==> src/source/vec_macros.svh <==
`ifndef VEC_MACROS_SVH
`define VEC_MACROS_SVH

// cartridge space is 32 KiB of bytes.
`define CART_AW 15
`define DATA_W 8

// the console delivers a 10-bit unsigned audio sample.
`define AUDIO_W 10

// analogue pot levels seen by the console for a digital stick.
`define POT_CENTER 8'h00
`define POT_HIGH 8'h7F
`define POT_LOW 8'h80

// console reset is stretched this many clocks past the end of a download.
`define RESET_HOLD 16

`endif

==> src/source/audio_dac.sv <==
`timescale 1ns/10ps
`default_nettype none

`include "vec_macros.svh"

module audio_dac (
	input  logic                clk_sys,
	input  logic                rst,
	input  logic [`AUDIO_W-1:0] audio,
	output logic                audio_bit
);

	logic [`AUDIO_W-1:0] acc;
	logic [`AUDIO_W:0]   acc_sum;

	assign acc_sum = {1'b0, acc} + {1'b0, audio};

	// the carry rate out of the accumulator is audio / 2**AUDIO_W.
	always_ff @(posedge clk_sys) begin
		if (rst) begin
			acc       <= '0;
			audio_bit <= 1'b0;
		end else begin
			acc       <= acc_sum[`AUDIO_W-1:0];
			audio_bit <= acc_sum[`AUDIO_W];
		end
	end

endmodule

`default_nettype wire

==> config.mk <==
export PLATFORM = sky130hd
export DESIGN_NAME = audio_dac
export DESIGN_NICKNAME = d
export VERILOG_FILES = /design/src/source/audio_dac.sv
export VERILOG_INCLUDE_DIRS = /design/src /design/src/source
export SDC_FILE = /design/constraint.sdc
export NUM_CORES = 1
export LEC_CHECK = 0
export ABC_AREA = 1
export BUFFER_PORTS_ARGS = -buffer_cell sky130_fd_sc_hd__buf_2
export CAP_MARGIN = 5
export CORE_ASPECT_RATIO = 0.75
export CORE_MARGIN = 2
export CORE_UTILIZATION = 30
export DETAILED_ROUTE_END_ITERATION = 7
export GPL_TIMING_DRIVEN = 0
export PLACE_DENSITY_LB_ADDON = 0.25
export SLEW_MARGIN = 10
export SYNTH_ARGS = -nofsm -noshare
export SYNTH_HDL_FRONTEND = slang
export SYNTH_SLANG_ARGS = --single-unit
==> constraint.sdc <==
create_clock -name clk_sys -period 1.55 [get_ports clk_sys]
set_input_delay 0.31 -clock clk_sys [delete_from_list [all_inputs] [get_ports clk_sys]]
set_output_delay 0.31 -clock clk_sys [all_outputs]
set_load 0.01 [all_outputs]
==> impl_metrics.env <==
export IMPL_drive_above_1_share=0.226
export IMPL_p_leak_nw=0.514
export IMPL_critPathSlowestCell="dfxtp_2"
export IMPL_synth_compound_area_frac=0.103
export IMPL_die_y_um=47.4
export IMPL_dp_hpwl_mm=1.14
export IMPL_root_buffer="clkbuf_4"
export IMPL_rsz0062_at_grt="yes"
export IMPL_fin_area_um2=936
export IMPL_cts_buffer_depth=2
export IMPL_numCtsBuffers=3
export IMPL_synth_xor_area_share=0
export IMPL_die_w_um=61.9
export IMPL_h_tree_depth=1
export IMPL_cp_start_kind="flop"
export IMPL_status="completed"
export IMPL_powerDensity_nw_per_um2=1190
export IMPL_grt_pass1_vias=583
export IMPL_ant_nets=0
export IMPL_fillers=261
export IMPL_syn_inst=114
export IMPL_finalNetCount=157
export IMPL_drtIter0Drc=20
export IMPL_endpoint_kind="flop"
export IMPL_yosys_area_share_simple=0.327
export IMPL_gr_usage_all_layers=0.119
export IMPL_worstPathCellList="ha_4, inv_2, fa_2, nand3b_1, nand2_2, nand3_2, nand2_2, nand2_1, nand2_1, nor2_1"
export IMPL_firstDrtPassIters=4
export IMPL_peakVddDrop_uv=478
export IMPL_netlist_area_um2=753
export IMPL_hold_ws_ps=199
export IMPL_worst_path_buf_inv=1
export IMPL_num_rows=15
export IMPL_area_growth_syn_to_layout_pct=24.3
export IMPL_synth_warnings=0
export IMPL_ioPinCount=13
export IMPL_slew_viol_final=0
export IMPL_drv_cap=0
export IMPL_numClockSinks=11
export IMPL_synth_top_family_by_area="simple AND/OR/NAND/NOR gates"
export IMPL_ys_types=14
export IMPL_routed_via_count=721
export IMPL_setup_viol=0
export IMPL_io_buffer_count=12
export IMPL_grt_max_degree=10
export IMPL_path_max_fanout=4
export IMPL_mostFrequentLayoutCell="nand2_1"
export IMPL_final_cell_mix="30 x nand2_1, 16 x inv_1, 15 x nor2_1"
export IMPL_max_slew_margin_rel=0.805
export IMPL_wirelength_mm=1.56
export IMPL_route_detailed_drc=0
export IMPL_grt_overflow=0
export IMPL_via_per_inst=4.32
export IMPL_critPathTopFamily="simple AND/OR/NAND/NOR gates"
export IMPL_timing_fmax_mhz=665
export IMPL_cts_hold_buf=0
export IMPL_cts_tree="done"
export IMPL_crit_arrival_ps=1690
export IMPL_hold_path_class="in -> reg"
export IMPL_grt_pass1_wl_mm=2.42
export IMPL_power_mw=1.11
export IMPL_worstMarginPinSlew_ps=292
export IMPL_grt_antenna_before_repair=0
export IMPL_coreArea_um2=2350
export IMPL_clkSlewWorstSetupHoldPaths_ps=80
export IMPL_setup_tns_ps=0
export IMPL_min_period_over_period=0.971
export IMPL_post_dp_cell_area_um2=856
export IMPL_post_drt_wl_per_cell_um=9.36
export IMPL_timing_final_hold_violations=0
export IMPL_finClkSkew_ps=2.61
export IMPL_synth_seq_area_share=0.292
export IMPL_syn_nets=137
export IMPL_worst_path_largest_cell_delay_ps=340
export IMPL_clkLatencyLatePin_ps=280
export IMPL_avgSynthCellArea_um2=6.61
export IMPL_muxShareOfSynthArea=0
export IMPL_gp_congestion=0.790
export IMPL_die_area_um2=2930
export IMPL_n_antenna_cell=0
export IMPL_start_util=0.321
export IMPL_worstPathRequired_ps=1730
export IMPL_criticalPathCategory="reg -> reg"
export IMPL_fin_crit_ps=1500
export IMPL_synthAdderAreaFrac=0.193
export IMPL_ys_ff_latch=11
[metal layers]
layer | GRT usage | share of wire
met3 | 0.0496 | 0.065
met5 | 0 | 0
met1 | 0.155 | 0.51
met4 | 0.0511 | 0.012
met2 | 0.175 | 0.41
[cell type report]
type	instances	area (um2)	area share
sequential	11	221	0.237
timing repair buffer	15	82.6	0.0882
clock buffer	4	26.3	0.0281
inverter	17	63.8	0.0682
tap	34	42.5	0.0455
multi-input combinational	86	499	0.533
[registers in the layout, indices dropped and copies added (netlist names)]
| register | flops |
|---|---|
| acc | 10 |
| audio_bit | 1 |
[where the power goes]
| part | switching, mW | leakage (nW) | total, mW | internal [mW] |
|---|---|---|---|---|
| logic | 0.320 | 0.407 | 0.530 | 0.210 |
| registers | 0.0200 | 0.0920 | 0.372 | 0.352 |
| clock network | 0.112 | 0.0150 | 0.212 | 0.100 |
[cell usage after synthesis (all sizes together)]
cell type | count | area [um2]
inv | 17 | 63.8
o21ai | 4 | 20.0
nand2 | 35 | 134
nand4 | 1 | 6.26
nor2 | 17 | 68.8
nand3b | 1 | 7.51
ha | 10 | 125
fa | 1 | 20.0
o21bai | 1 | 7.51
a21oi | 10 | 50.1
nand3 | 6 | 30.0
dfxtp | 11 | 220
[path summary, 6_finish.rpt]
path / startpoint / end / slack, ps / depth (start not counted)
hold reg to reg: acc[0] / acc[0] / 580 / 3
setup / recovery: acc[0] / acc[6] / 50 / 10
setup reg to reg: acc[0] / acc[6] / 50 / 10
hold / removal: rst / acc[0] / 200 / 2
[per-stage QoR]
| step | setup slack [ps] | std cells | util |
|---|---|---|---|
| after floorplan | 16.3 | 114 | - |
| after global placement | -236 | 160 | 0.365 |
| after detailed placement | -232 | 160 | 0.365 |
| after CTS | -2.11 | 166 | 0.391 |
| after global routing | -74.6 | 167 | 0.399 |
| final | 45.3 | 167 | 0.399 |
[repair_timing]
action                                  4_1_cts  5_1_grt
gates cloned                                  0        0
resized for setup                             6        4
setup buffers                                 2        1
endpoints found under the setup margin        3        4
pin swaps                                     4        4
[cell families (layout without fill, tap and decap cells)]
logic type / count (synthesis) / count (layout)
AOI/OAI and AO/OA: 15 / 15
and+or+nand+nor: 60 / 60
adders and majority gates: 11 / 11
DFF: 11 / 11
buffers and inverters: 17 / 36
No activity file was read; power rests on OpenSTA's default activity.
