$ cat src/source/vec_macros.svh
`ifndef VEC_MACROS_SVH
`define VEC_MACROS_SVH

// cartridge space is 32 KiB of bytes.
`define CART_AW 15
`define DATA_W 8

// the console delivers a 10-bit unsigned audio sample.
`define AUDIO_W 10

// analogue pot levels seen by the console for a digital stick.
`define POT_CENTER 8'h00
`define POT_HIGH 8'h7F
`define POT_LOW 8'h80

// console reset is stretched this many clocks past the end of a download.
`define RESET_HOLD 16

`endif

$ cat src/source/cart_pkg.sv
`default_nettype none

`include "vec_macros.svh"

package cart_pkg;

	// operation presented to the cartridge memory in one cycle.
	typedef enum logic [1:0] {
		mem_idle,
		mem_read,
		mem_write
	} mem_op_e;

	// peer that owns the memory port in one cycle.
	typedef enum logic [1:0] {
		own_none,
		own_loader,
		own_console
	} owner_e;

	typedef logic [`CART_AW-1:0] cart_addr_t;

endpackage

`default_nettype wire

$ cat src/source/cart_arbiter.sv
`timescale 1ns/10ps
`default_nettype none

`include "vec_macros.svh"

module cart_arbiter import cart_pkg::*; (
	input  logic               clk_sys,
	input  logic               rst,
	input  logic               ld_wr,
	input  cart_addr_t         ld_addr,
	input  logic [`DATA_W-1:0] ld_data,
	input  logic               con_req,
	input  cart_addr_t         con_addr,
	input  logic [`DATA_W-1:0] mem_rdata,
	output logic               con_grant,
	output logic               rd_done,
	output logic [`DATA_W-1:0] rd_data,
	output mem_op_e            mem_op,
	output cart_addr_t         mem_addr,
	output logic [`DATA_W-1:0] mem_wdata
);

	owner_e owner;
	logic   con_rd_q;

	// the loader always wins, the console only gets a cycle without a write.
	always_comb begin
		owner = own_none;
		if (ld_wr) begin
			owner = own_loader;
		end else if (con_req) begin
			owner = own_console;
		end
	end

	assign con_grant = (owner == own_console);

	always_comb begin
		mem_wdata = ld_data;
		case (owner)
			own_loader: begin
				mem_op   = mem_write;
				mem_addr = ld_addr;
			end
			own_console: begin
				mem_op   = mem_read;
				mem_addr = con_addr;
			end
			default: begin
				mem_op   = mem_idle;
				mem_addr = con_addr;
			end
		endcase
	end

	// a console read returns its byte one clock later.
	always_ff @(posedge clk_sys) begin
		if (rst) begin
			con_rd_q <= 1'b0;
		end else begin
			con_rd_q <= (owner == own_console);
		end
	end

	assign rd_done = con_rd_q;
	assign rd_data = mem_rdata;

endmodule

`default_nettype wire

$ cat config.mk
export PLATFORM = sky130hd
export DESIGN_NAME = cart_arbiter
export DESIGN_NICKNAME = d
export VERILOG_FILES = /design/src/source/cart_pkg.sv /design/src/source/cart_arbiter.sv
export VERILOG_INCLUDE_DIRS = /design/src /design/src/source
export SDC_FILE = /design/constraint.sdc
export NUM_CORES = 1
export LEC_CHECK = 0
export ABC_AREA = 1
export BUFFER_PORTS_ARGS = -buffer_cell sky130_fd_sc_hd__buf_2
export CAP_MARGIN = 40
export CORE_MARGIN = 2
export CORE_UTILIZATION = 25
export DETAILED_ROUTE_END_ITERATION = 8
export HOLD_SLACK_MARGIN = 0.15
export PLACE_DENSITY = 0.83
export SLEW_MARGIN = 0
export SYNTH_ARGS = -nofsm -noshare
export SYNTH_HDL_FRONTEND = slang
export SYNTH_SLANG_ARGS = --single-unit
export TNS_END_PERCENT = 5
$ cat constraint.sdc
create_clock -name clk_sys -period 1 [get_ports clk_sys]
set_clock_uncertainty 0.2 [all_clocks]
set_input_delay 0.1 -clock clk_sys [delete_from_list [all_inputs] [get_ports clk_sys]]
set_output_delay 0.1 -clock clk_sys [all_outputs]
set_load 0.02 [all_outputs]
==> results.txt <==
Dividing the detail-routed wire length by the instance count gives approximately 11 um. The setup TNS after final layout is 0 ns. The flow ran to the end, and the final reports show no timing, DRC or antenna violations. The region available for standard cell placement spans ~0.0015 mm^2. The slowest stage of the critical path belongs to the cell buf_12. The post-synth net total is approximately 120.

In this run the worst hold path is classified as in2out. The aggregate global-route resource usage came out at 10.3%. The area added between synthesis and finish is 82.9%.

Walking the worst path, the cells encountered are buf_8, buf_12, clkinv_8, nand2_2, nand2_1, buf_6. The horizontal extent of the die is roughly 44 um. Setup repair after global routing could not meet its margin everywhere. By count the netlist is led by 40 x nand2_1, 17 x buf_4, 6 x nand2_2. The routability-driven placement congestion ratio came out at roughly 0.68. Data on the critical path arrives at its endpoint at 0.67 ns. Summed over all instances, the cell type with the most area after synthesis is nand2_1. The mapped cell area came out at between 400 and 500 um^2. The sum of net half-perimeters after detailed placement came out at 1010 um. The pin count of the biggest net entering global routing is 17. The utilization after layout is 48.9%. Data on the critical path is required at its endpoint by about 0.7 ns. The top achievable clock speed came out at between 1 and 1.5 GHz. The number of inserted diodes is 0. The power density of the placed cells is 586 mW/mm^2. Among all cell types in the netlist, the one instantiated most often is nand2_1. The number of iterations in the first detailed-routing pass is 2. In this run the worst path has a maximum fanout of 8. The normalized max-slew margin came out at between 90% and 100%.

The die outline height came out at about 44 um. The synthesized netlist contains 11 unique library cells. Yosys attributes the largest share of cell area to nand2_1 37%, buf_4 32%, nand2_2 9.3%.

The first global-routing pass estimated 1610 um of wire. On the worst path, the slowest cell contributes a delay of ~0.15 ns. The number of antenna violations at the first check in global routing is 0. The post-layout net count came out at about 160. The maximum vdd drop came out at between 0.3 and 0.4 mV. The number of flip-flops in the largest register is 1. In this run the mean area of a mapped cell was around 5.7 um^2. The antenna violation net count after detailed routing is 0. The count of yosys warnings during synthesis is 0. Counting flops and latches in the post-synthesis netlist gives 1. STA classifies the critical path startpoint as a primary input.

The number of endpoints failing setup at the final stage came out at 0. The number of vias per cell came out at 4.34. The tool flagged a number of max-cap violations equal to 0. The path type of the worst setup path is in2out. The total detailed-routing wirelength is about 1300 um. The number of buffers inserted by post-CTS setup repair came out at 0. The starting density of the core came out at 26.7%. The kind of cell adding the most delay to the critical path is buffers and inverters. The analysis attributes to cell leakage a power of ~0.45 nW. The post-layout minimum cycle time came out at between 0.9 and 1 ns. Dividing the final minimum period by the clock period gives ~97%. The filler cell count in the final layout came out at ~160.

The via count of the routed design is 534. The number of hold-slack violations in the final timing report came out at 0. The slew at the pin with the worst max-slew slack is between 0.1 and 0.15 ns. After synthesis, the share of flip-flops with an asynchronous set or reset is 0%. The number of I/O pins came out at 85. Among all flip-flop cells after synthesis, the most frequent one is dfxtp_1. The overall die area is approximately 0.0019 mm^2. The count of final max-slew check failures came out at 0.

The sequential area share after synthesis came out at under 10%. The via count of the first global-routing pass is a little under 400. The fraction of final layout cells with drive strength greater than 1 came out at a little under three quarters. The portion of synthesized cell area occupied by the leading cell type came out at a little under two fifths. The site row count came out at 14. The count of flip-flops with a built-in enable after synthesis came out at 0. The gate count after technology mapping came out at 71. The total DRC errors in the routed layout came out at 0. For this run the aggregate overflow at the end of global routing stands at 0.

STA classifies the critical path endpoint as an output port. The initial detailed-routing violation count is 1. The count of buffers inserted at the top-level ports came out at 52. Counting both buffers and inverters, the worst setup path holds a total of 4.
[routing by layer]
layer	GRT usage [%]	up-vias	wire length [um]	share of wire [%]
met5	0	-	0	0
met4	0	0	0	0
met3	2.45	0	198	15
met2	21.5	47	701	54
met1	10.8	224	408	31
li1	-	263	-	-
[logic make-up after synthesis]
kind of cell	Yosys count	share of synthesized area, %
buffers and inverters	23	47.5
DFF	1	4.97
and+or+nand+nor	47	47.5
[area by class of cell]
class	count	area [um^2]	area share [%]
timing repair buffer	56	423	57.4
sequential	1	20.0	2.72
timing repair inverter	1	16.3	2.21
inverter	2	33.8	4.58
tap	16	20.0	2.72
multi-input combinational	47	224	30.4
[timing repair]
item / 4_1_cts / 5_1_grt
gates cloned: 0 / 2
pin swaps: 0 / 3
endpoints found under the hold margin: 17 / 17
endpoints found under the setup margin: 18 / 18
resized for setup: 26 / 25
[metrics by stage]
| stage | total power, mW | worst slack [ns] | cells | hold slack, ns | instance area (um^2) |
|---|---|---|---|---|---|
| after floorplan | 0.301 | 0.0330 | 71 | -0.0276 | 403 |
| after global placement | 0.320 | -0.0443 | 121 | 0.000137 | 542 |
| after detailed placement | 0.327 | -0.0949 | 121 | 0.000137 | 542 |
| after CTS | 0.377 | -0.0167 | 121 | 0.000137 | 616 |
| after global routing | 0.460 | -0.00270 | 123 | 0.0000341 | 737 |
| final | 0.432 | 0.0295 | 123 | 0.00000885 | 737 |
[final timing paths]
path | from | to | slack (ns) | depth (start not counted)
setup / recovery | ld_wr | mem_addr[5] | 0.03 | 6
hold / removal | ld_data[0] | mem_wdata[0] | 0.000009 | 0
[power breakdown]
| group | total [mW] | switching, mW | internal (mW) |
|---|---|---|---|
| logic | 0.389 | 0.193 | 0.196 |
| registers | 0.0426 | 0.000293 | 0.0423 |
| clock network | 0 | 0 | 0 |
[layout by cell type (no fill, tap or decap)]
| cell | synthesis | routed |
|---|---|---|
| buf_2 | 0 | 35 |
| nand2_1 | 40 | 29 |
| nand2_2 | 6 | 16 |
| buf_6 | 1 | 14 |
| buf_4 | 17 | 4 |
| clkinv_16 | 0 | 1 |
| nand2_4 | 0 | 1 |
| inv_2 | 0 | 1 |
| nor2_1 | 1 | 1 |
| clkbuf_16 | 0 | 1 |
| clkinv_8 | 0 | 1 |
| buf_8 | 0 | 1 |
| buf_12 | 1 | 1 |
| dfxtp_1 | 1 | 1 |
No activity file was read; power rests on OpenSTA's default activity.
