==> src/source/vec_macros.svh <==
`ifndef VEC_MACROS_SVH
`define VEC_MACROS_SVH

// cartridge space is 32 KiB of bytes.
`define CART_AW 15
`define DATA_W 8

// the console delivers a 10-bit unsigned audio sample.
`define AUDIO_W 10

// analogue pot levels seen by the console for a digital stick.
`define POT_CENTER 8'h00
`define POT_HIGH 8'h7F
`define POT_LOW 8'h80

// console reset is stretched this many clocks past the end of a download.
`define RESET_HOLD 16

`endif

==> src/source/cart_pkg.sv <==
`default_nettype none

`include "vec_macros.svh"

package cart_pkg;

	// operation presented to the cartridge memory in one cycle.
	typedef enum logic [1:0] {
		mem_idle,
		mem_read,
		mem_write
	} mem_op_e;

	// peer that owns the memory port in one cycle.
	typedef enum logic [1:0] {
		own_none,
		own_loader,
		own_console
	} owner_e;

	typedef logic [`CART_AW-1:0] cart_addr_t;

endpackage

`default_nettype wire

==> src/source/cart_loader.sv <==
`timescale 1ns/10ps
`default_nettype none

`include "vec_macros.svh"

module cart_loader import cart_pkg::*; (
	input  logic               clk_sys,
	input  logic               rst,
	input  logic               ioctl_download,
	input  logic               ioctl_wr,
	input  cart_addr_t         ioctl_addr,
	input  logic [`DATA_W-1:0] ioctl_dout,
	input  logic               status_reset,
	output logic               ld_wr,
	output cart_addr_t         ld_addr,
	output logic [`DATA_W-1:0] ld_data,
	output logic               console_reset,
	output logic               led
);

	localparam int HOLD_W = $clog2(`RESET_HOLD + 1);

	logic              dl_fall;
	logic [HOLD_W-1:0] hold_cnt;

	// led is the download level one clock late, so it also marks the falling edge.
	assign dl_fall = led & ~ioctl_download;

	always_ff @(posedge clk_sys) begin
		if (rst) begin
			ld_wr    <= 1'b0;
			led      <= 1'b0;
			hold_cnt <= '0;
		end else begin
			ld_wr <= ioctl_wr;
			led   <= ioctl_download;
			if (dl_fall) begin
				hold_cnt <= HOLD_W'(`RESET_HOLD);
			end else if (hold_cnt != '0) begin
				hold_cnt <= hold_cnt - 1'b1;
			end
		end
	end

	always_ff @(posedge clk_sys) begin
		ld_addr <= ioctl_addr;
		ld_data <= ioctl_dout;
	end

	// dl_fall bridges the gap until the counter has been loaded.
	assign console_reset = rst | status_reset | ioctl_download | dl_fall | (hold_cnt != '0);

endmodule

`default_nettype wire

==> config.mk <==
export PLATFORM = sky130hd
export DESIGN_NAME = cart_loader
export DESIGN_NICKNAME = d
export VERILOG_FILES = /design/src/source/cart_pkg.sv /design/src/source/cart_loader.sv
export VERILOG_INCLUDE_DIRS = /design/src /design/src/source
export SDC_FILE = /design/constraint.sdc
export NUM_CORES = 1
export LEC_CHECK = 0
export ABC_CLOCK_PERIOD_IN_PS = 1890
export BUFFER_PORTS_ARGS = -buffer_cell sky130_fd_sc_hd__buf_2
export CORE_MARGIN = 4
export CORE_UTILIZATION = 37
export CTS_CLUSTER_SIZE = 10
export DETAILED_ROUTE_END_ITERATION = 10
export PLACE_DENSITY = 0.74
export SETUP_SLACK_MARGIN = 0.05
export SYNTH_ARGS = -nofsm -noshare
export SYNTH_HDL_FRONTEND = slang
export SYNTH_SLANG_ARGS = --single-unit
==> constraint.sdc <==
create_clock -name clk_sys -period 1.89 [get_ports clk_sys]
set_input_delay 0.189 -clock clk_sys [delete_from_list [all_inputs] [get_ports clk_sys]]
set_output_delay 0.189 -clock clk_sys [all_outputs]
set_load 0.005 [all_outputs]
==> results.toml, run 1 <==
[sta]
final.setup.worst_slack_ns = -0.242
tightest_slew_ns = 0.633
period_needed_ns = 2.13
finalClockSkew_ns = 0.00139
holdWs_ns = 0.0863
max_clock_freq_mhz = 469
timing.slew.headroom_pct = 57.2
hold_viol = 0
slew_violations = 0
setup_viol = 1
rsz0062_at_grt = "yes"
period_share_pct = 113

[power]
swShare_pct = 28.3
p_comb_share_pct = 32.7
clockPowerShare_pct = 22.0
powerDensity_mw_per_mm2 = 1200
seqPwrFrac_pct = 45.3
p_switching_mw = 0.475
fin_total_pwr_mw = 1.68
intPower_mw = 1.20
vdd_ir_drop_max_mv = 0.822
p_leak_nw = 0.679

[placed_design]
place_inst = 134
portBuffers = 53
placed_cell_area_mm2 = 0.00106
routabilityCongestion = 0.672
hpwl_mm = 1.25

[run_status]
status = "complete, but fails checks"
violations = "setup timing"

[yosys]
post_synth_xor_area_fraction_pct = 2.34
avgSynthCellArea_um2 = 14.1
syn_area_um2 = 749
synthAdderAreaFrac_pct = 1.67
ys_warn_count = 0
synth_simple_gate_area_share_pct = 13.2
netlist_instances = 53
synth_top_family_by_area = "simple AND/OR/NAND/NOR gates"
ys_types = 14
ys_seq_area_share_pct = 80.1
synth_compound_area_share_pct = 1.67
muxShareOfSynthArea_pct = 0
synth_nets = 82
synth-seq-cells = 30

[routing]
routed_via_density = 4.57
firstDrtPassIters = 4
drc = 0
drtIter0Drc = 8
num_vias = 777
wl_mm = 2.67
wl_per_cell_um = 15.7
antenna_left = 0

[global_route]
grt_remaining_overflow = 0
antenna_found_initial = 0
grt_pass1_vias = 870
grt_pass1_wl_mm = 4.06
grt_usage_pct = 21.4
grt_max_degree = 9

[setup_path]
cp-start-kind = "flip-flop"
path_max_fanout = 2
critical_path_class = "reg -> out"
cp_data_required_time_ns = 1.70
arrival_ns = 1.94
critPathCaptureType = "output pin"

[clock_tree]
cts_tree = "yes"
clk_pin_slew_ns = 0.09
insertion_delay_ns = 0.32
cts_inserted_buffers = 5
cts_sinks = 30
cts.htree.levels = 2
clock_path_buffers = 2
cts-root-buf = "clkbuf_4"

[final_layout]
final_nets = 173
final_util_pct = 72.4
stdcell_area_mm2 = 0.00141
mostFrequentLayoutCell = "buf_2"
synthToLayoutAreaGrowth_pct = 87.5
instances_no_fill = 170
diodes = 0
mostFrequentLayoutCells = "buf_2, dfxtp_1, dlygate4sd3_1"
drive_gt1_share_pct = 52.4

[die]
fp-row-count = 16
boundaryPins = 54
die_h_um = 53.0
dieArea_mm2 = 0.00281
core_area_mm2 = 0.00194
start_util_pct = 38.6
die_w_um = 53.0

[min_path]
hold_class = "in -> reg"

[run]
max-cap-violations = 0
-- power groups by stage --
| stage | sequential [mW] | combinational [mW] | clock [mW] |
|---|---|---|---|
| 6_report | 0.760 | 0.549 | 0.370 |
| 5_1_grt | 0.770 | 0.593 | 0.395 |
| 4_1_cts | 0.756 | 0.471 | 0.368 |
| 3_5_place_dp | 0.768 | 0.339 | 0 |
| 3_3_place_gp | 0.764 | 0.323 | 0 |
| 2_1_floorplan | 0.764 | 0.220 | 0 |
-- cell usage after synthesis --
| cell type | number | area [µm²] |
|---|---|---|
| a211oi_1 | 1 | 7.51 |
| a21oi_1 | 1 | 5.00 |
| dfxtp_1 | 30 | 601 |
| ha_1 | 1 | 12.5 |
| inv_1 | 2 | 7.51 |
| nor2_1 | 4 | 15.0 |
| nor2b_1 | 3 | 18.8 |
| nor3_1 | 4 | 20.0 |
| nor4b_1 | 1 | 8.76 |
| or2_2 | 1 | 6.26 |
| or3b_2 | 1 | 8.76 |
| or4_1 | 1 | 7.51 |
| or4b_4 | 1 | 13.8 |
| xnor2_1 | 2 | 17.5 |
-- area by class of cell --
| type | instances | area, µm² |
|---|---|---|
| clock buffer | 6 | 51.3 |
| fill | 119 | 537 |
| inverter | 2 | 7.51 |
| multi-input combinational | 21 | 154 |
| sequential | 30 | 603 |
| tap | 27 | 33.8 |
| timing repair buffer | 84 | 556 |
-- path summary, 6_finish.rpt --
path | slack, ns | start | end | cells past startpoint
worst max-delay path | -0.24 | hold_cnt[0] | console_reset | 5
worst max register to register | 0.35 | hold_cnt[0] | hold_cnt[0] | 6
worst min register to register | 0.57 | hold_cnt[4] | hold_cnt[4] | 2
worst min-delay path | 0.09 | rst | ld_wr | 2
-- routing by layer --
| layer | share of wire [%] | track usage (%) |
|---|---|---|
| met1 | 36 | 21.8 |
| met2 | 54 | 37.6 |
| met3 | 6.9 | 8.17 |
| met4 | 2.7 | 10.6 |
| met5 | 0 | 0 |
-- cell families after synthesis --
group                    after synthesis
flip-flops                            30
AND/OR/NAND/NOR                       16
AO/OA/AOI/OAI                          2
XOR/XNOR                               2
buffers and inverters                  2
adder cells (fa/ha/maj)                1
-- critical path, stage by stage, from the launching register on --
cell     delay [ns]
dfxtp_2        0.33
inv_2          0.07
ha_4           0.12
or4b_4         0.46
or4_1          0.49
buf_2          0.15
-- registers in the layout (all words and copies together) (netlist names) --
register and count:
ld_data 8, ld_addr 15, hold_cnt 5, ld_wr 1
led 1
-- through the flow --
stage               TNS (ns)  worst slack [ns]
detailed placement         0            0.0721
CTS                   -0.192            -0.192
global placement           0            0.0980
global route          -0.295            -0.295
floorplan                  0             0.183
finish                -0.242            -0.242
-- repair_timing --
item | 4_1_cts | 5_1_grt
hold buffers | 23 | 0
buffers inserted | 4 | 3
endpoints found under the setup margin | 1 | 1
endpoints found under the hold margin | 23 | 0
resized for setup | 6 | 0
pin swaps | 1 | 0
No activity file was read; power rests on OpenSTA's default activity.
==> inputs of run 2 (changes only) <==
==> constraint.sdc (replaced) <==
create_clock -name clk_sys -period 1.89 [get_ports clk_sys]
set_input_delay 0.378 -clock clk_sys [delete_from_list [all_inputs] [get_ports clk_sys]]
set_output_delay 0.378 -clock clk_sys [all_outputs]
set_load 0.005 [all_outputs]
==> run 2 against run 1 <==
Critical endpoint unchanged. Utilization down 12 points. Highest routed layer unchanged. Via count down 21%. Combinational power down 16%. Clock power up 1%. Cell count down 13%. The run still ends with setup timing left.
==> results.toml, run 2 (synthesis gave the netlist of run 1 again) <==
[setup_path]
cp-start-kind = "flip-flop"
critPathCaptureType = "output pin"
path_max_fanout = 2
reg2reg_from = "hold_cnt[1]"
critPathMaxStageDelay_ns = 0.51
worstPathCellList = "inv_2, ha_4, or4b_4, or4_4, buf_2"
arrival_ns = 1.92
setup.worst_path.start = "hold_cnt[1]"
cp_data_required_time_ns = 1.51
critical_path_class = "reg -> out"
cp_slowest_cell = "or4_4"

[global_route]
grt_pass1_vias = 619
antenna_found_initial = 0
grt_max_degree = 10
grt_remaining_overflow = 0
grt_usage_pct = 13.4
grt_pass1_wl_mm = 2.48

[clock_tree]
cts_sinks = 30
cts_hold_buf = 0
cts.htree.levels = 2
insertion_delay_ns = 0.31
cts_inserted_buffers = 5
clk_pin_slew_ns = 0.08
cts_tree = "yes"
cts_setup_buffers = 0
cts_resized = 0
cts-root-buf = "clkbuf_4"
clock_path_buffers = 2

[sta]
tightest_slew_ns = 0.576
finalClockSkew_ns = 0.000837
rsz0062_at_grt = "yes"
setup_viol = 1
timing.slew.headroom_pct = 61.1
hold_viol = 0
period_share_pct = 122
final.setup.worst_slack_ns = -0.407
period_needed_ns = 2.30
max_clock_freq_mhz = 435
slew_violations = 0

[routing]
drc = 0
firstDrtPassIters = 2
num_vias = 611
wl_per_cell_um = 10.6
routed_via_density = 4.13
drtIter0Drc = 7
wl_mm = 1.57
antenna_left = 0

[run]
max-cap-violations = 0

[power]
powerDensity_mw_per_mm2 = 1340
p_leak_nw = 0.586
vdd_ir_drop_max_mv = 0.883
fin_total_pwr_mw = 1.58

[die]
core_area_mm2 = 0.00194
dieArea_mm2 = 0.00281
die_h_um = 53.0
boundaryPins = 54
start_util_pct = 38.6
fp-row-count = 16
die_w_um = 53.0

[final_layout]
mostFrequentLayoutCells = "buf_2, dfxtp_1, buf_4"
largest_register = "ld_addr"
largest_reg_flops = 15
diodes = 0
final_util_pct = 60.8
top_regs = "ld_addr (15), ld_data (8), hold_cnt (5)"
synthToLayoutAreaGrowth_pct = 57.4
drive_gt1_share_pct = 62.8
final_nets = 149
mostFrequentLayoutCell = "buf_2"

[placed_design]
portBuffers = 53
routabilityCongestion = 0.643
hpwl_mm = 1.24

[min_path]
hold_class = "in -> reg"
min-delay-start = "ioctl_dout[0]"

[run_status]
violations = "setup timing"
status = "complete, but fails checks"
==> run 2: worst paths after layout <==
kind | to | slack (ns) | depth (start not counted)
max | console_reset | -0.41 | 5
min reg2reg | hold_cnt[0] | 0.56 | 3
min | ld_data[0] | 0.16 | 1
max reg2reg | hold_cnt[1] | 0.47 | 5
==> run 2: power by group <==
group	leakage, nW	internal (mW)	switching [mW]
Sequential	0.253	0.708	0.0320
Combinational	0.298	0.278	0.183
Clock	0.0353	0.180	0.194
==> run 2: area by class of cell <==
cell class | count | area, µm²
Clock inverter | 1 | 5.00
Fill cell | 167 | 762
Multi-Input combinational cell | 21 | 158
Inverter | 2 | 7.51
Timing Repair Buffer | 60 | 318
Tap cell | 27 | 33.8
Clock buffer | 7 | 55.1
Sequential cell | 30 | 603
==> run 2: worst max-delay path, delay by kind of cell, from the launching register on <==
family	cells	cell delay (ns)
AND/OR/NAND/NOR	2	0.96
adder cells (fa/ha/maj)	1	0.12
buffers and inverters	2	0.20
flip-flops	1	0.33
==> run 2: per-stage QoR <==
| stage | std cells | setup TNS [ns] | hold slack, ns | setup WS, ns | area, µm² |
|---|---|---|---|---|---|
| after CTS | 148 | -0.435 | 0.139 | -0.435 | 1180 |
| after detailed placement | 140 | -0.0743 | 0.482 | -0.0743 | 1120 |
| after floorplan | 53 | 0 | 0.406 | 0.0274 | 768 |
| final | 148 | -0.407 | 0.162 | -0.407 | 1180 |
| after global placement | 140 | -0.0558 | 0.480 | -0.0558 | 1120 |
| after global routing | 148 | -0.480 | 0.122 | -0.480 | 1180 |
==> run 2: per-layer routing <==
| layer | part of all wire (%) | wire, µm | up-vias | track usage, % |
|---|---|---|---|---|
| li1 | - | - | 308 | - |
| met3 | 16 | 247 | 4 | 11.5 |
| met1 | 36 | 562 | 258 | 12.0 |
| met2 | 47 | 732 | 41 | 19.8 |
| met5 | 0 | 0 | - | 0 |
| met4 | 1.9 | 30 | 0 | 8.94 |
