$ cat src/source/vec_macros.svh
`ifndef VEC_MACROS_SVH
`define VEC_MACROS_SVH

// cartridge space is 32 KiB of bytes.
`define CART_AW 15
`define DATA_W 8

// the console delivers a 10-bit unsigned audio sample.
`define AUDIO_W 10

// analogue pot levels seen by the console for a digital stick.
`define POT_CENTER 8'h00
`define POT_HIGH 8'h7F
`define POT_LOW 8'h80

// console reset is stretched this many clocks past the end of a download.
`define RESET_HOLD 16

`endif

$ cat src/source/input_pkg.sv
`default_nettype none

package input_pkg;

	// bit positions inside a joystick word, shared by the host joysticks and the keyboard.
	typedef enum logic [2:0] {
		joy_right = 3'd0,
		joy_left  = 3'd1,
		joy_down  = 3'd2,
		joy_up    = 3'd3,
		joy_btn1  = 3'd4,
		joy_btn2  = 3'd5,
		joy_btn3  = 3'd6,
		joy_btn4  = 3'd7
	} joy_bit_e;

	// two's complement pot value, 8'h7F is full up or right.
	typedef logic signed [7:0] pot_t;

endpackage

`default_nettype wire

$ cat src/source/control_mapper.sv
`timescale 1ns/10ps
`default_nettype none

`include "vec_macros.svh"

module control_mapper import input_pkg::*; (
	input  logic               clk_sys,
	input  logic               rst,
	input  logic [`DATA_W-1:0] joystick_0,
	input  logic [`DATA_W-1:0] joystick_1,
	input  logic [`DATA_W-1:0] kbd_joy,
	output logic [3:0]         buttons,
	output pot_t               pot_x,
	output pot_t               pot_y
);

	logic [`DATA_W-1:0] joy_any;
	pot_t               pot_x_next;
	pot_t               pot_y_next;

	assign joy_any = joystick_0 | joystick_1 | kbd_joy; // any source may press.

	// down and right win over their opposites.
	always_comb begin
		if (joy_any[joy_down]) begin
			pot_y_next = `POT_LOW;
		end else if (joy_any[joy_up]) begin
			pot_y_next = `POT_HIGH;
		end else begin
			pot_y_next = `POT_CENTER;
		end

		if (joy_any[joy_right]) begin
			pot_x_next = `POT_HIGH;
		end else if (joy_any[joy_left]) begin
			pot_x_next = `POT_LOW;
		end else begin
			pot_x_next = `POT_CENTER;
		end
	end

	always_ff @(posedge clk_sys) begin
		if (rst) begin
			buttons <= 4'b0000;
			pot_x   <= `POT_CENTER;
			pot_y   <= `POT_CENTER;
		end else begin
			buttons <= {joy_any[joy_btn4], joy_any[joy_btn3], joy_any[joy_btn2], joy_any[joy_btn1]};
			pot_x   <= pot_x_next;
			pot_y   <= pot_y_next;
		end
	end

endmodule

`default_nettype wire

$ cat config.mk
export PLATFORM = sky130hd
export DESIGN_NAME = control_mapper
export DESIGN_NICKNAME = d
export VERILOG_FILES = /design/src/source/input_pkg.sv /design/src/source/control_mapper.sv
export VERILOG_INCLUDE_DIRS = /design/src /design/src/source
export SDC_FILE = /design/constraint.sdc
export NUM_CORES = 1
export LEC_CHECK = 0
export ABC_AREA = 1
export ABC_CLOCK_PERIOD_IN_PS = 800
export BUFFER_PORTS_ARGS = -buffer_cell sky130_fd_sc_hd__buf_2
export CELL_PAD_IN_SITES_DETAIL_PLACEMENT = 1
export CELL_PAD_IN_SITES_GLOBAL_PLACEMENT = 1
export CORE_ASPECT_RATIO = 1.1
export CORE_MARGIN = 4
export CORE_UTILIZATION = 16
export DETAILED_ROUTE_END_ITERATION = 10
export PLACE_DENSITY_LB_ADDON = 0.12
export SYNTH_ARGS = -nofsm -noshare
export SYNTH_HDL_FRONTEND = slang
export SYNTH_SLANG_ARGS = --single-unit
$ cat constraint.sdc
create_clock -name clk_sys -period 0.8 [get_ports clk_sys]
set_clock_uncertainty 0.1 [all_clocks]
set_input_delay 0.2 -clock clk_sys [delete_from_list [all_inputs] [get_ports clk_sys]]
set_output_delay 0.2 -clock clk_sys [all_outputs]
set_load 0.01 [all_outputs]
==> implementation parameters, run 1 <==
Parameter                              Value

Outcome
  Status ... complete, but fails checks
  Violations in the final reports ... negative setup slack

Synthesis
  Most used flip-flop cell after synthesis ... sky130_fd_sc_hd__dfxtp_1
  Cell Area, Synth ... 367 sq um
  Portion of synthesized cell area occupied by the leading cell type ... 0.437
  Number of warnings reported in the yosys synthesis log ... 0
  Largest area contributor in the netlist ... sky130_fd_sc_hd__dfxtp_1
  Cells taking the most area after synthesis ... sky130_fd_sc_hd__dfxtp_1 44%, sky130_fd_sc_hd__buf_4 25%, sky130_fd_sc_hd__nor2_1 8.2%
  Library cell with the highest instance count after synthesis ... sky130_fd_sc_hd__buf_4
  Distinct cells, synth ... 10
  Seq/Total Area, Yosys ... 0.437
  EDFF count, synth ... 0
  Synth Net Count ... 73
  Avg Cell Area, Syn ... roughly 7.8 sq um
  Number of synthesized register bits ... 8
  Share of synthesized registers carrying an async set or reset ... 0
  Most frequent cells after synthesis ... 12 x sky130_fd_sc_hd__buf_4, 8 x sky130_fd_sc_hd__dfxtp_1, 8 x sky130_fd_sc_hd__nor2_1, 6 x sky130_fd_sc_hd__inv_1, 4 x sky130_fd_sc_hd__nor3_1
  Post-Synthesis Cells ... 47

CTS
  Clock tree root buffer cell ... sky130_fd_sc_hd__clkbuf_4
  Post-CTS clock slew at the launch and capture registers of the worst setup and hold paths ... around 60 ps
  Number of buffers created by CTS ... 3
  Number of setup buffers added after CTS ... 0
  H-tree depth ... 1
  Hold buffer count at cts ... 0
  Max clock buf depth ... 2
  CTS Sinks ... 8
  PostCTS Resize Cnt ... 0
  CTS tree ... yes

Detailed routing
  Post-detailed-route wirelength per cell ... about 9 um
  Number of detailed-routing iterations run before antenna repair ... 1
  Met2 routed WL ... 469 um
  Total number of vias ... ~420
  Total wirelength of the detailed-routed design ... 1030 um
  Count of unresolved DRC violations after routing ... 0
  Post-route met1 wirelength ... 337 um
  DR WL met3 ... 208 um
  Number of nets with antenna violations after routing ... 0
  Topmost layer with routed signal wires ... met4
  Number of DRC markers after the initial detailed-route iteration ... 0
  Average vias per placed instance ... 3.78

Setup path
  Crit-path cells ... buf_2
  Crit path launch type ... flip-flop
  Slowest stage delay, CP ... around 370 ps
  Data required time at the worst endpoint ... around 500 ps
  Highest-delay cell along the critical path ... sky130_fd_sc_hd__dfxtp_4
  Arrival time at the worst endpoint ... 750 ps
  Dominant delay contributor by cell family on the critical path ... flip-flops
  Endpoint kind of the worst setup timing path ... output pin
  Critical path buffer and inverter count ... 1
  Type of the worst setup path ... reg2out
  Max FO, Critical Path ... 7

STA
  Final-report max-slew violation count ... 0
  Worst-case setup margin in the final layout ... -249 ps
  Final-report setup violation count ... 20
  Unrepaired setup endpoints after global routing ... yes
  Remaining max-slew budget at the tightest pin ... 0.893
  Final worst-path cycle share ... 1.31
  Highest attainable clock frequency ... 953 MHz
  Total negative setup slack ... -4390 ps
  Worst Tran Pin Value ... 160 ps
  Total count of hold-check failures in the final report ... 0
  Final Critical Period ... roughly 1000 ps

GRT
  Overall overflow remaining after global route ... 0
  GRT Resource Usage Total ... 0.0741
  Global-route wire length before repair ... 1610 um
  Vias in the first global route ... 421
  Largest net degree at the start of global routing ... 8
  Number of antenna violations at the first check in global routing ... 0

Final layout
  Final #Nets ... 111
  Synthesis-to-layout area growth ... 61.4%
  Number of antenna cells inserted ... 0
  Share of cells above drive strength 1 ... 0.655

Placed design
  Post-Place Setup Slack ... between 20 and 30 ps
  Port Buffers ... 45
  Detailed Place HPWL ... 912 um
  Gpl congestion ... 0.586

Power and ir drop
  Leakage power ... around 0.00035 uW
  Largest vdd supply drop ... 0.716 mV
  Power density normalized to cell area ... 1600 nW/um^2
  Design Power ... 946 uW

Floorplanning
  Floorplan die width ... ~54 um
  Initial core utilization ... 0.176
  Die area ... 3120 sq um
  Placement row count ... 17
  Die Span Y ... 58.2 um
  Ports placed on the boundary ... 46
  Core area ... 2080 sq um

Min path
  Launch instance of the worst min-delay path ... kbd_joy[6]
  End of the worst hold path ... buttons[2]
  Hold depth ... 3
  Hold WC Path Type ... in2reg

Flow run
  Number of max-cap violations ... 0
power by group:
group	leakage (uW)	internal [uW]	switching [uW]	total [uW]
Sequential	0.0000681	419	10.6	430
Clock	0.0000150	191	141	332
Combinational	0.000267	99.0	85.0	184
Total	0.000350	710	237	946
layer usage:
layer  GRT usage  vias to the layer above
met5           0                        -
met4      0.0547                        0
met3      0.0566                        2
met2       0.103                       39
met1      0.0731                      178
li1            -                      204
state kept, by name (all words and copies together), names as in the netlist:
| signal | count |
|---|---|
| buttons | 4 |
| pot_x | 2 |
| pot_y | 2 |
kinds of logic after synthesis:
| logic type | count (synthesis) | synth area share |
|---|---|---|
| compound gates | 2 | 0.0273 |
| buf+inv | 19 | 0.317 |
| flops | 8 | 0.437 |
| simple gates | 18 | 0.218 |
placed cells by master (no fill, tap or decap):
master	count
sky130_fd_sc_hd__buf_2	42
sky130_fd_sc_hd__nor2_1	8
sky130_fd_sc_hd__inv_1	6
sky130_fd_sc_hd__nor3_1	4
sky130_fd_sc_hd__dfxtp_1	4
sky130_fd_sc_hd__clkbuf_4	3
sky130_fd_sc_hd__buf_6	3
sky130_fd_sc_hd__nor2_2	2
sky130_fd_sc_hd__a21oi_1	2
sky130_fd_sc_hd__nand2_1	2
sky130_fd_sc_hd__nand3_1	2
sky130_fd_sc_hd__dfxtp_2	2
sky130_fd_sc_hd__dfxtp_4	2
sky130_fd_sc_hd__inv_2	1
sky130_fd_sc_hd__clkbuf_1	1
through the flow:
step,std cells,area [sq um],util,hold slack (ps)
2_1_floorplan,47,374,-,159
3_3_place_gp,108,544,0.261,310
3_5_place_dp,108,544,0.261,318
4_1_cts,112,571,0.274,50.7
5_1_grt,112,592,0.284,59.6
6_report,112,592,0.284,58.7
worst max-delay path by stage:
stage                       start          to  cells after the start
detailed placement       pot_x[5]    pot_x[4]                      1
CTS                      pot_x[5]    pot_x[4]                      1
finish                   pot_y[5]    pot_y[0]                      1
global route             pot_x[5]    pot_x[2]                      1
floorplan                pot_x[5]    pot_x[1]                      1
global placement    joystick_1[7]  buttons[3]                      3
cell type report:
class                   instances  area (sq um)
clock buffers                   4          26.3
fillers                       290          1490
inverters                       7          26.3
multi-input cells              20          90.1
flip-flops and latches          8           170
well taps                      28          35.0
repair buffers                 45           244
(Power assumes the default switching activity.)
==> run 2, diff against run 1 <==
--- a/config.mk
+++ b/config.mk
@@ -8,13 +8,12 @@
 export LEC_CHECK = 0
 export ABC_AREA = 1
 export ABC_CLOCK_PERIOD_IN_PS = 800
-export BUFFER_PORTS_ARGS = -buffer_cell sky130_fd_sc_hd__buf_2
 export CELL_PAD_IN_SITES_DETAIL_PLACEMENT = 1
 export CELL_PAD_IN_SITES_GLOBAL_PLACEMENT = 1
-export CORE_ASPECT_RATIO = 1.1
-export CORE_MARGIN = 4
-export CORE_UTILIZATION = 16
+export CORE_AREA = 4 4 41 43
 export DETAILED_ROUTE_END_ITERATION = 10
+export DIE_AREA = 0 0 45 47
+export DONT_BUFFER_PORTS = 1
 export PLACE_DENSITY_LB_ADDON = 0.12
 export SYNTH_ARGS = -nofsm -noshare
 export SYNTH_HDL_FRONTEND = slang
==> constraint.sdc (replaced) <==
create_clock -name clk_sys -period 0.8 [get_ports clk_sys]
set_clock_uncertainty 0.1 [all_clocks]
set_input_delay 0.08 -clock clk_sys [delete_from_list [all_inputs] [get_ports clk_sys]]
set_output_delay 0.08 -clock clk_sys [all_outputs]
set_load 0.01 [all_outputs]
==> run 2 against run 1 <==
Compared with the run above:
- the flow finishes with violations (negative hold slack, negative setup slack)
- critical path type unchanged
- cell area shrank 16%
- power shrank 8.0%
- hold slack worse by 190 ps
- critical endpoint is now pot_x[3]
==> implementation parameters, run 2 (same netlist as run 1, synthesis figures left out) <==
Parameter                              Value

Outcome
  Status ... complete, but fails checks
  Violations in the final reports ... negative hold slack, negative setup slack

Floorplanning
  Initial core utilization ... 0.282 (+0.106)
  Ports placed on the boundary ... 46 (unchanged)
  Core area ... 1300 sq um (-38%)
  Placement row count ... 13 (-4)
  Die Span Y ... 47 um (-19%)
  Die area ... 2120 sq um (-32%)
  Floorplan die width ... 45 um (-16%)

STA
  Total count of hold-check failures in the final report ... 8 (+8)
  Highest attainable clock frequency ... 1100 MHz (+15%)
  Unrepaired setup endpoints after global routing ... yes
  Final-report max-slew violation count ... 0 (unchanged)
  Final Critical Period ... 912 ps (-137 ps)
  Final-report setup violation count ... 14 (-30%)
  Worst-case setup margin in the final layout ... -112 ps (+137 ps)
  Worst Tran Pin Value ... 250 ps (+89.7 ps)
  Final-layout worst hold slack ... -133 ps (-192 ps)
  Total negative setup slack ... -1550 ps (+2840 ps)
  Remaining max-slew budget at the tightest pin ... 0.834 (-0.0590)
  Final worst-path cycle share ... 1.14 (-0.171)

Detailed routing
  Average vias per placed instance ... 4.38 (+16%)
  Number of DRC markers after the initial detailed-route iteration ... 1 (+1)
  Total wirelength of the detailed-routed design ... 788 um (-23%)
  Number of nets with antenna violations after routing ... 0 (unchanged)
  Total number of vias ... 285 (-33%)
  Count of unresolved DRC violations after routing ... 0 (unchanged)
  Number of detailed-routing iterations run before antenna repair ... 2 (+1)
  Post-detailed-route wirelength per cell ... 12.1 um (+32%)

GRT
  Overall overflow remaining after global route ... 0 (unchanged)
  Vias in the first global route ... 333 (-21%)
  Global-route wire length before repair ... 1230 um (-24%)
  GRT Resource Usage Total ... 0.0848 (+0.0107)
  Number of antenna violations at the first check in global routing ... 0 (unchanged)
  Largest net degree at the start of global routing ... 8 (unchanged)

Final layout
  Most flops, register ... buttons
  Top flop regs ... buttons: 4 flops, pot_x: 2 flops, pot_y: 2 flops
  Final #Nets ... 78 (-30%)
  Number of fillers in the final layout ... 153 (-47%)
  Number of antenna cells inserted ... 0 (unchanged)
  Share of cells above drive strength 1 ... 0.400 (-0.255)
  Number of flip-flops under the largest register name ... 4 (unchanged)
  Synthesis-to-layout area growth ... 35.2%
  Most used cells in the layout excluding fill and tap cells ... 8 x sky130_fd_sc_hd__nor2_1, 8 x sky130_fd_sc_hd__dfxtp_2, 5 x sky130_fd_sc_hd__inv_1, 5 x sky130_fd_sc_hd__dlymetal6s4s_1, 5 x sky130_fd_sc_hd__dlygate4sd3_1

Setup path
  Data required time at the worst endpoint ... 620 ps (+120 ps)
  Endpoint kind of the worst setup timing path ... output pin
  Launch point of the worst path ... pot_x[5]
  Dominant delay contributor by cell family on the critical path ... flip-flops
  Arrival time at the worst endpoint ... 730 ps (-20 ps)
  Highest-delay cell along the critical path ... sky130_fd_sc_hd__dfxtp_2
  Crit path launch type ... flip-flop
  Critical Path End ... pot_x[3]
  Crit-path cells ... buf_12
  Max FO, Critical Path ... 7 (unchanged)
  Cell depth of the worst setup path ... 1 (unchanged)
  Slowest stage delay, CP ... 340 ps (-30 ps)
  Type of the worst setup path ... reg2out
  Critical path buffer and inverter count ... 1 (unchanged)

Min path
  Hold WC Path Type ... in2reg

CTS
  Number of setup buffers added after CTS ... 0 (unchanged)
  Max clock buf depth ... 2 (unchanged)
  Number of buffers created by CTS ... 3 (unchanged)
  CTS tree ... yes
  Hold buffer count at cts ... 11 (+11)
  H-tree depth ... 1 (unchanged)
  CTS Sinks ... 8 (unchanged)
  Clock tree root buffer cell ... sky130_fd_sc_hd__clkbuf_4
  Post-CTS clock slew at the launch and capture registers of the worst setup and hold paths ... 50 ps (about the same)

Placed design
  Gpl congestion ... 0.680 (+16%)
  Detailed Place HPWL ... 650 um (-29%)
  Port Buffers ... 0 (-100%)

Power and ir drop
  Leakage power ... 0.000257 uW (-27%)
  Internal power component ... 670 uW (-5.5%)
  Power density normalized to cell area ... 1760 nW/um^2 (+9.9%)
  Relative contribution of sequential cells to total power ... 0.514 (+0.060)
  Combinational fraction of design power ... 0.148 (-0.046)
  Design Power ... 871 uW (-8.0%)
  Net switching fraction of the power ... 0.230 (-0.0201)
  Share of total power in the clock network ... 0.338 (-0.013)
  Net switching component of the power ... 200 uW (-15%)
  Largest vdd supply drop ... 0.678 mV (-5.3%)

Flow run
  Number of max-cap violations ... 0 (unchanged)
run 2: cell count changes in the layout (fill, tap and decap cells not counted), sizes merged:
cell,previous run,this run
dlymetal6s4s,0,5
dlygate4sd3,0,5
buf,45,2
clkbuf,4,3
run 2: area by class of cell:
type                       count  area [sq um]  area share
tap                           15          18.8      0.0379
inverter                       7          26.3      0.0530
multi-input combinational     20           105       0.212
clock buffer                   3          22.5      0.0455
timing repair buffer          12           153       0.308
sequential                     8           170       0.343
run 2: through the flow:
step            util  std cells  instance area, sq um  setup WS [ps]
6_report       0.381         65                   495           -112
3_3_place_gp   0.258         52                   335            124
3_5_place_dp   0.258         52                   335            121
5_1_grt        0.381         65                   495           -144
4_1_cts        0.365         66                   475           -126
2_1_floorplan      -         47                   367           23.2
run 2: power groups by stage:
stage          Clock (uW)  Combinational, uW  Sequential (uW)
6_report              294                129              448
5_1_grt               333                144              448
4_1_cts               311                125              449
3_5_place_dp            0               78.3              453
3_3_place_gp            0               77.1              452
2_1_floorplan           0               82.6              453
run 2: worst min-delay path by stage:
stage | cells past startpoint | start | end | slack, ps
after floorplan | 1 | rst | pot_x[5] | 50
after global placement | 1 | rst | pot_y[7] | 50
after detailed placement | 1 | rst | pot_y[7] | 50
after CTS | 2 | kbd_joy[7] | buttons[3] | -140
after global routing | 2 | joystick_1[6] | buttons[2] | -140
final | 2 | joystick_1[4] | buttons[0] | -130
run 2: layer usage:
metal  vias up  wire length (um)  global-route usage
met1       124               234              0.0642
met4         0                 0              0.0585
li1        137                 -                   -
met5         -                 0                   0
met2        24               434               0.169
met3         0               118              0.0345
run 2: repair_timing:
action                     CTS  global route
gates resized for setup      6            11
setup endpoints to repair   18            24
pin swaps                    0             3
hold endpoints to repair     8             8
==> run 3, diff against run 2 <==
--- a/config.mk
+++ b/config.mk
@@ -15,6 +15,7 @@
 export DIE_AREA = 0 0 45 47
 export DONT_BUFFER_PORTS = 1
 export PLACE_DENSITY_LB_ADDON = 0.12
+export SKIP_CTS_REPAIR_TIMING = 1
 export SYNTH_ARGS = -nofsm -noshare
 export SYNTH_HDL_FRONTEND = slang
 export SYNTH_SLANG_ARGS = --single-unit
==> run 3 against run 2 <==
Compared with the run above:
- the run still ends with negative hold slack, negative setup slack left
- non-clock buffer count fell by 4
- hold slack about the same
- core utilization decreased by 5.2 points
- critical path type unchanged
- clock power barely moved
- largest power group unchanged
- via count is 6.7% lower
- setup slack got worse by 1.8 ps
- fmax is 0.20% lower
- global-route usage shrank 1.9 points
- flip-flop and latch count unchanged
==> implementation parameters, run 3 (same netlist as run 1, synthesis figures left out) <==
Parameter                              Value

Power and ir drop
  Internal power component ... 651 uW (-2.9%)
  Power density normalized to cell area ... 1980 nW/um^2 (+13%)
  Combinational fraction of design power ... 0.124 (-0.024)
  Share of total power in the clock network ... 0.349 (+0.011)
  Net switching component of the power ... 198 uW (-1.3%)
  Leakage power ... 0.000197 uW (-23%)
  Net switching fraction of the power ... 0.233 (+0.00290)
  Largest vdd supply drop ... 0.664 mV (-2.1%)
  Relative contribution of sequential cells to total power ... 0.527 (+0.013)

Final layout
  Post-Route Utilization ... 0.329 (-0.0519)
  Top flop regs ... buttons: 4 flops, pot_x: 2 flops, pot_y: 2 flops
  Final instance count without filler cells ... 61 (-6.2%)
  Final #Nets ... 74 (-5.1%)
  Number of antenna cells inserted ... 0 (unchanged)
  Number of fillers in the final layout ... 159 (+3.9%)
  Design Area, Final ... 428 sq um (-14%)
  Number of flip-flops under the largest register name ... 4 (unchanged)
  Most used cells in the layout excluding fill and tap cells ... 8 x sky130_fd_sc_hd__nor2_1, 8 x sky130_fd_sc_hd__dfxtp_2, 6 x sky130_fd_sc_hd__inv_1, 6 x sky130_fd_sc_hd__dlygate4sd3_1, 4 x sky130_fd_sc_hd__nor3_1
  Share of cells above drive strength 1 ... 0.348 (-0.0522)
  Synthesis-to-layout area growth ... 16.7%
  Most flops, register ... buttons

STA
  Final Critical Period ... 914 ps (+1.80 ps)
  Final worst-path cycle share ... 1.14 (+0.00225)
  Remaining max-slew budget at the tightest pin ... 0.836 (+0.00215)
  Total negative setup slack ... -1810 ps (-252 ps)
  Total count of hold-check failures in the final report ... 7 (-1)
  Final-report max-slew violation count ... 0 (unchanged)
  Final-layout worst hold slack ... -133 ps (+0.165 ps)
  Final-report setup violation count ... 21 (+7)
  Highest attainable clock frequency ... 1090 MHz (-0.20%)
  Worst Tran Pin Value ... 246 ps (-4.04 ps)
  Worst-case setup margin in the final layout ... -114 ps (-1.80 ps)
  Unrepaired setup endpoints after global routing ... yes

GRT
  Number of antenna violations at the first check in global routing ... 0 (unchanged)
  Vias in the first global route ... 244 (-27%)
  Overall overflow remaining after global route ... 0 (unchanged)
  Global-route wire length before repair ... 945 um (-23%)
  Largest net degree at the start of global routing ... 8 (unchanged)
  GRT Resource Usage Total ... 0.0658 (-0.0190)

Placed design
  Detailed Place HPWL ... 650 um (unchanged)
  Placed Cells incl. Taps ... 52 (unchanged)
  Post-Place Setup Slack ... 121 ps (unchanged)
  Port Buffers ... 0 (unchanged)
  Placement Cell Area ... 335 sq um (unchanged)
  Gpl congestion ... 0.680 (unchanged)

Setup path
  Endpoint kind of the worst setup timing path ... output pin
  Arrival time at the worst endpoint ... 730 ps (about the same)
  Type of the worst setup path ... reg2out
  Critical path buffer and inverter count ... 1 (unchanged)
  Crit-path cells ... buf_12
  Slowest stage delay, CP ... 340 ps (about the same)
  Crit path launch type ... flip-flop
  Data required time at the worst endpoint ... 620 ps (about the same)
  Max FO, Critical Path ... 7 (unchanged)
  Dominant delay contributor by cell family on the critical path ... flip-flops
  Highest-delay cell along the critical path ... sky130_fd_sc_hd__dfxtp_2

CTS
  CTS Sinks ... 8 (unchanged)
  Clock tree root buffer cell ... sky130_fd_sc_hd__clkbuf_4
  CTS tree ... yes
  H-tree depth ... 1 (unchanged)
  Number of buffers created by CTS ... 3 (unchanged)
  Max clock buf depth ... 2 (unchanged)
  Post-CTS clock slew at the launch and capture registers of the worst setup and hold paths ... 60 ps (about the same)

Detailed routing
  Number of detailed-routing iterations run before antenna repair ... 2 (unchanged)
  Number of DRC markers after the initial detailed-route iteration ... 3 (+2)
  Post-detailed-route wirelength per cell ... 12.5 um (+3.2%)
  Total number of vias ... 266 (-6.7%)
  Total wirelength of the detailed-routed design ... 763 um (-3.2%)
  Count of unresolved DRC violations after routing ... 0 (unchanged)
  Average vias per placed instance ... 4.36 (-0.55%)
  Number of nets with antenna violations after routing ... 0 (unchanged)

Floorplanning
  Die area ... 2120 sq um (unchanged)
  Initial core utilization ... 0.282 (unchanged)
  Core area ... 1300 sq um (unchanged)
  Ports placed on the boundary ... 46 (unchanged)
  Floorplan die width ... 45 um (unchanged)
  Placement row count ... 13 (unchanged)
  Die Span Y ... 47 um (unchanged)

Outcome
  Violations in the final reports ... negative hold slack, negative setup slack
  Status ... complete, but fails checks

Flow run
  Number of max-cap violations ... 0 (unchanged)

Min path
  Hold WC Path Type ... in2reg
-- run 3: metrics by stage --
step,hold WS (ps),total power (uW)
2_1_floorplan,49.1,536
3_3_place_gp,52.0,529
3_5_place_dp,52.8,532
4_1_cts,-216,834
5_1_grt,-131,900
6_report,-133,849
-- run 3: layer usage --
layer	track usage	part of all wire	vias to the layer above
li1	-	-	129
met1	0.0528	0.30	110
met2	0.110	0.52	27
met3	0.0421	0.17	0
met4	0.0585	0	0
met5	0	0	-
-- run 3: layout make-up --
class / instances / area (sq um) / area share
well taps: 15 / 18.8 / 0.0439
flip-flops and latches: 8 / 170 / 0.398
clock buffers: 3 / 22.5 / 0.0526
inverters: 7 / 26.3 / 0.0614
multi-input cells: 20 / 90.1 / 0.211
repair buffers: 8 / 100 / 0.234
-- run 3: final timing paths --
| check | start | endpoint | slack (ps) | cells after the start |
|---|---|---|---|---|
| worst max-delay path | pot_x[5] | pot_x[3] | -110 | 1 |
| worst min-delay path | kbd_joy[7] | buttons[3] | -130 | 2 |
-- run 3: power groups by stage --
stage / registers, uW / clock network (uW) / logic, uW
6_report: 448 / 296 / 105
5_1_grt: 448 / 333 / 118
4_1_cts: 445 / 311 / 78.5
3_5_place_dp: 453 / 0 / 78.3
3_3_place_gp: 452 / 0 / 77.1
2_1_floorplan: 453 / 0 / 82.6
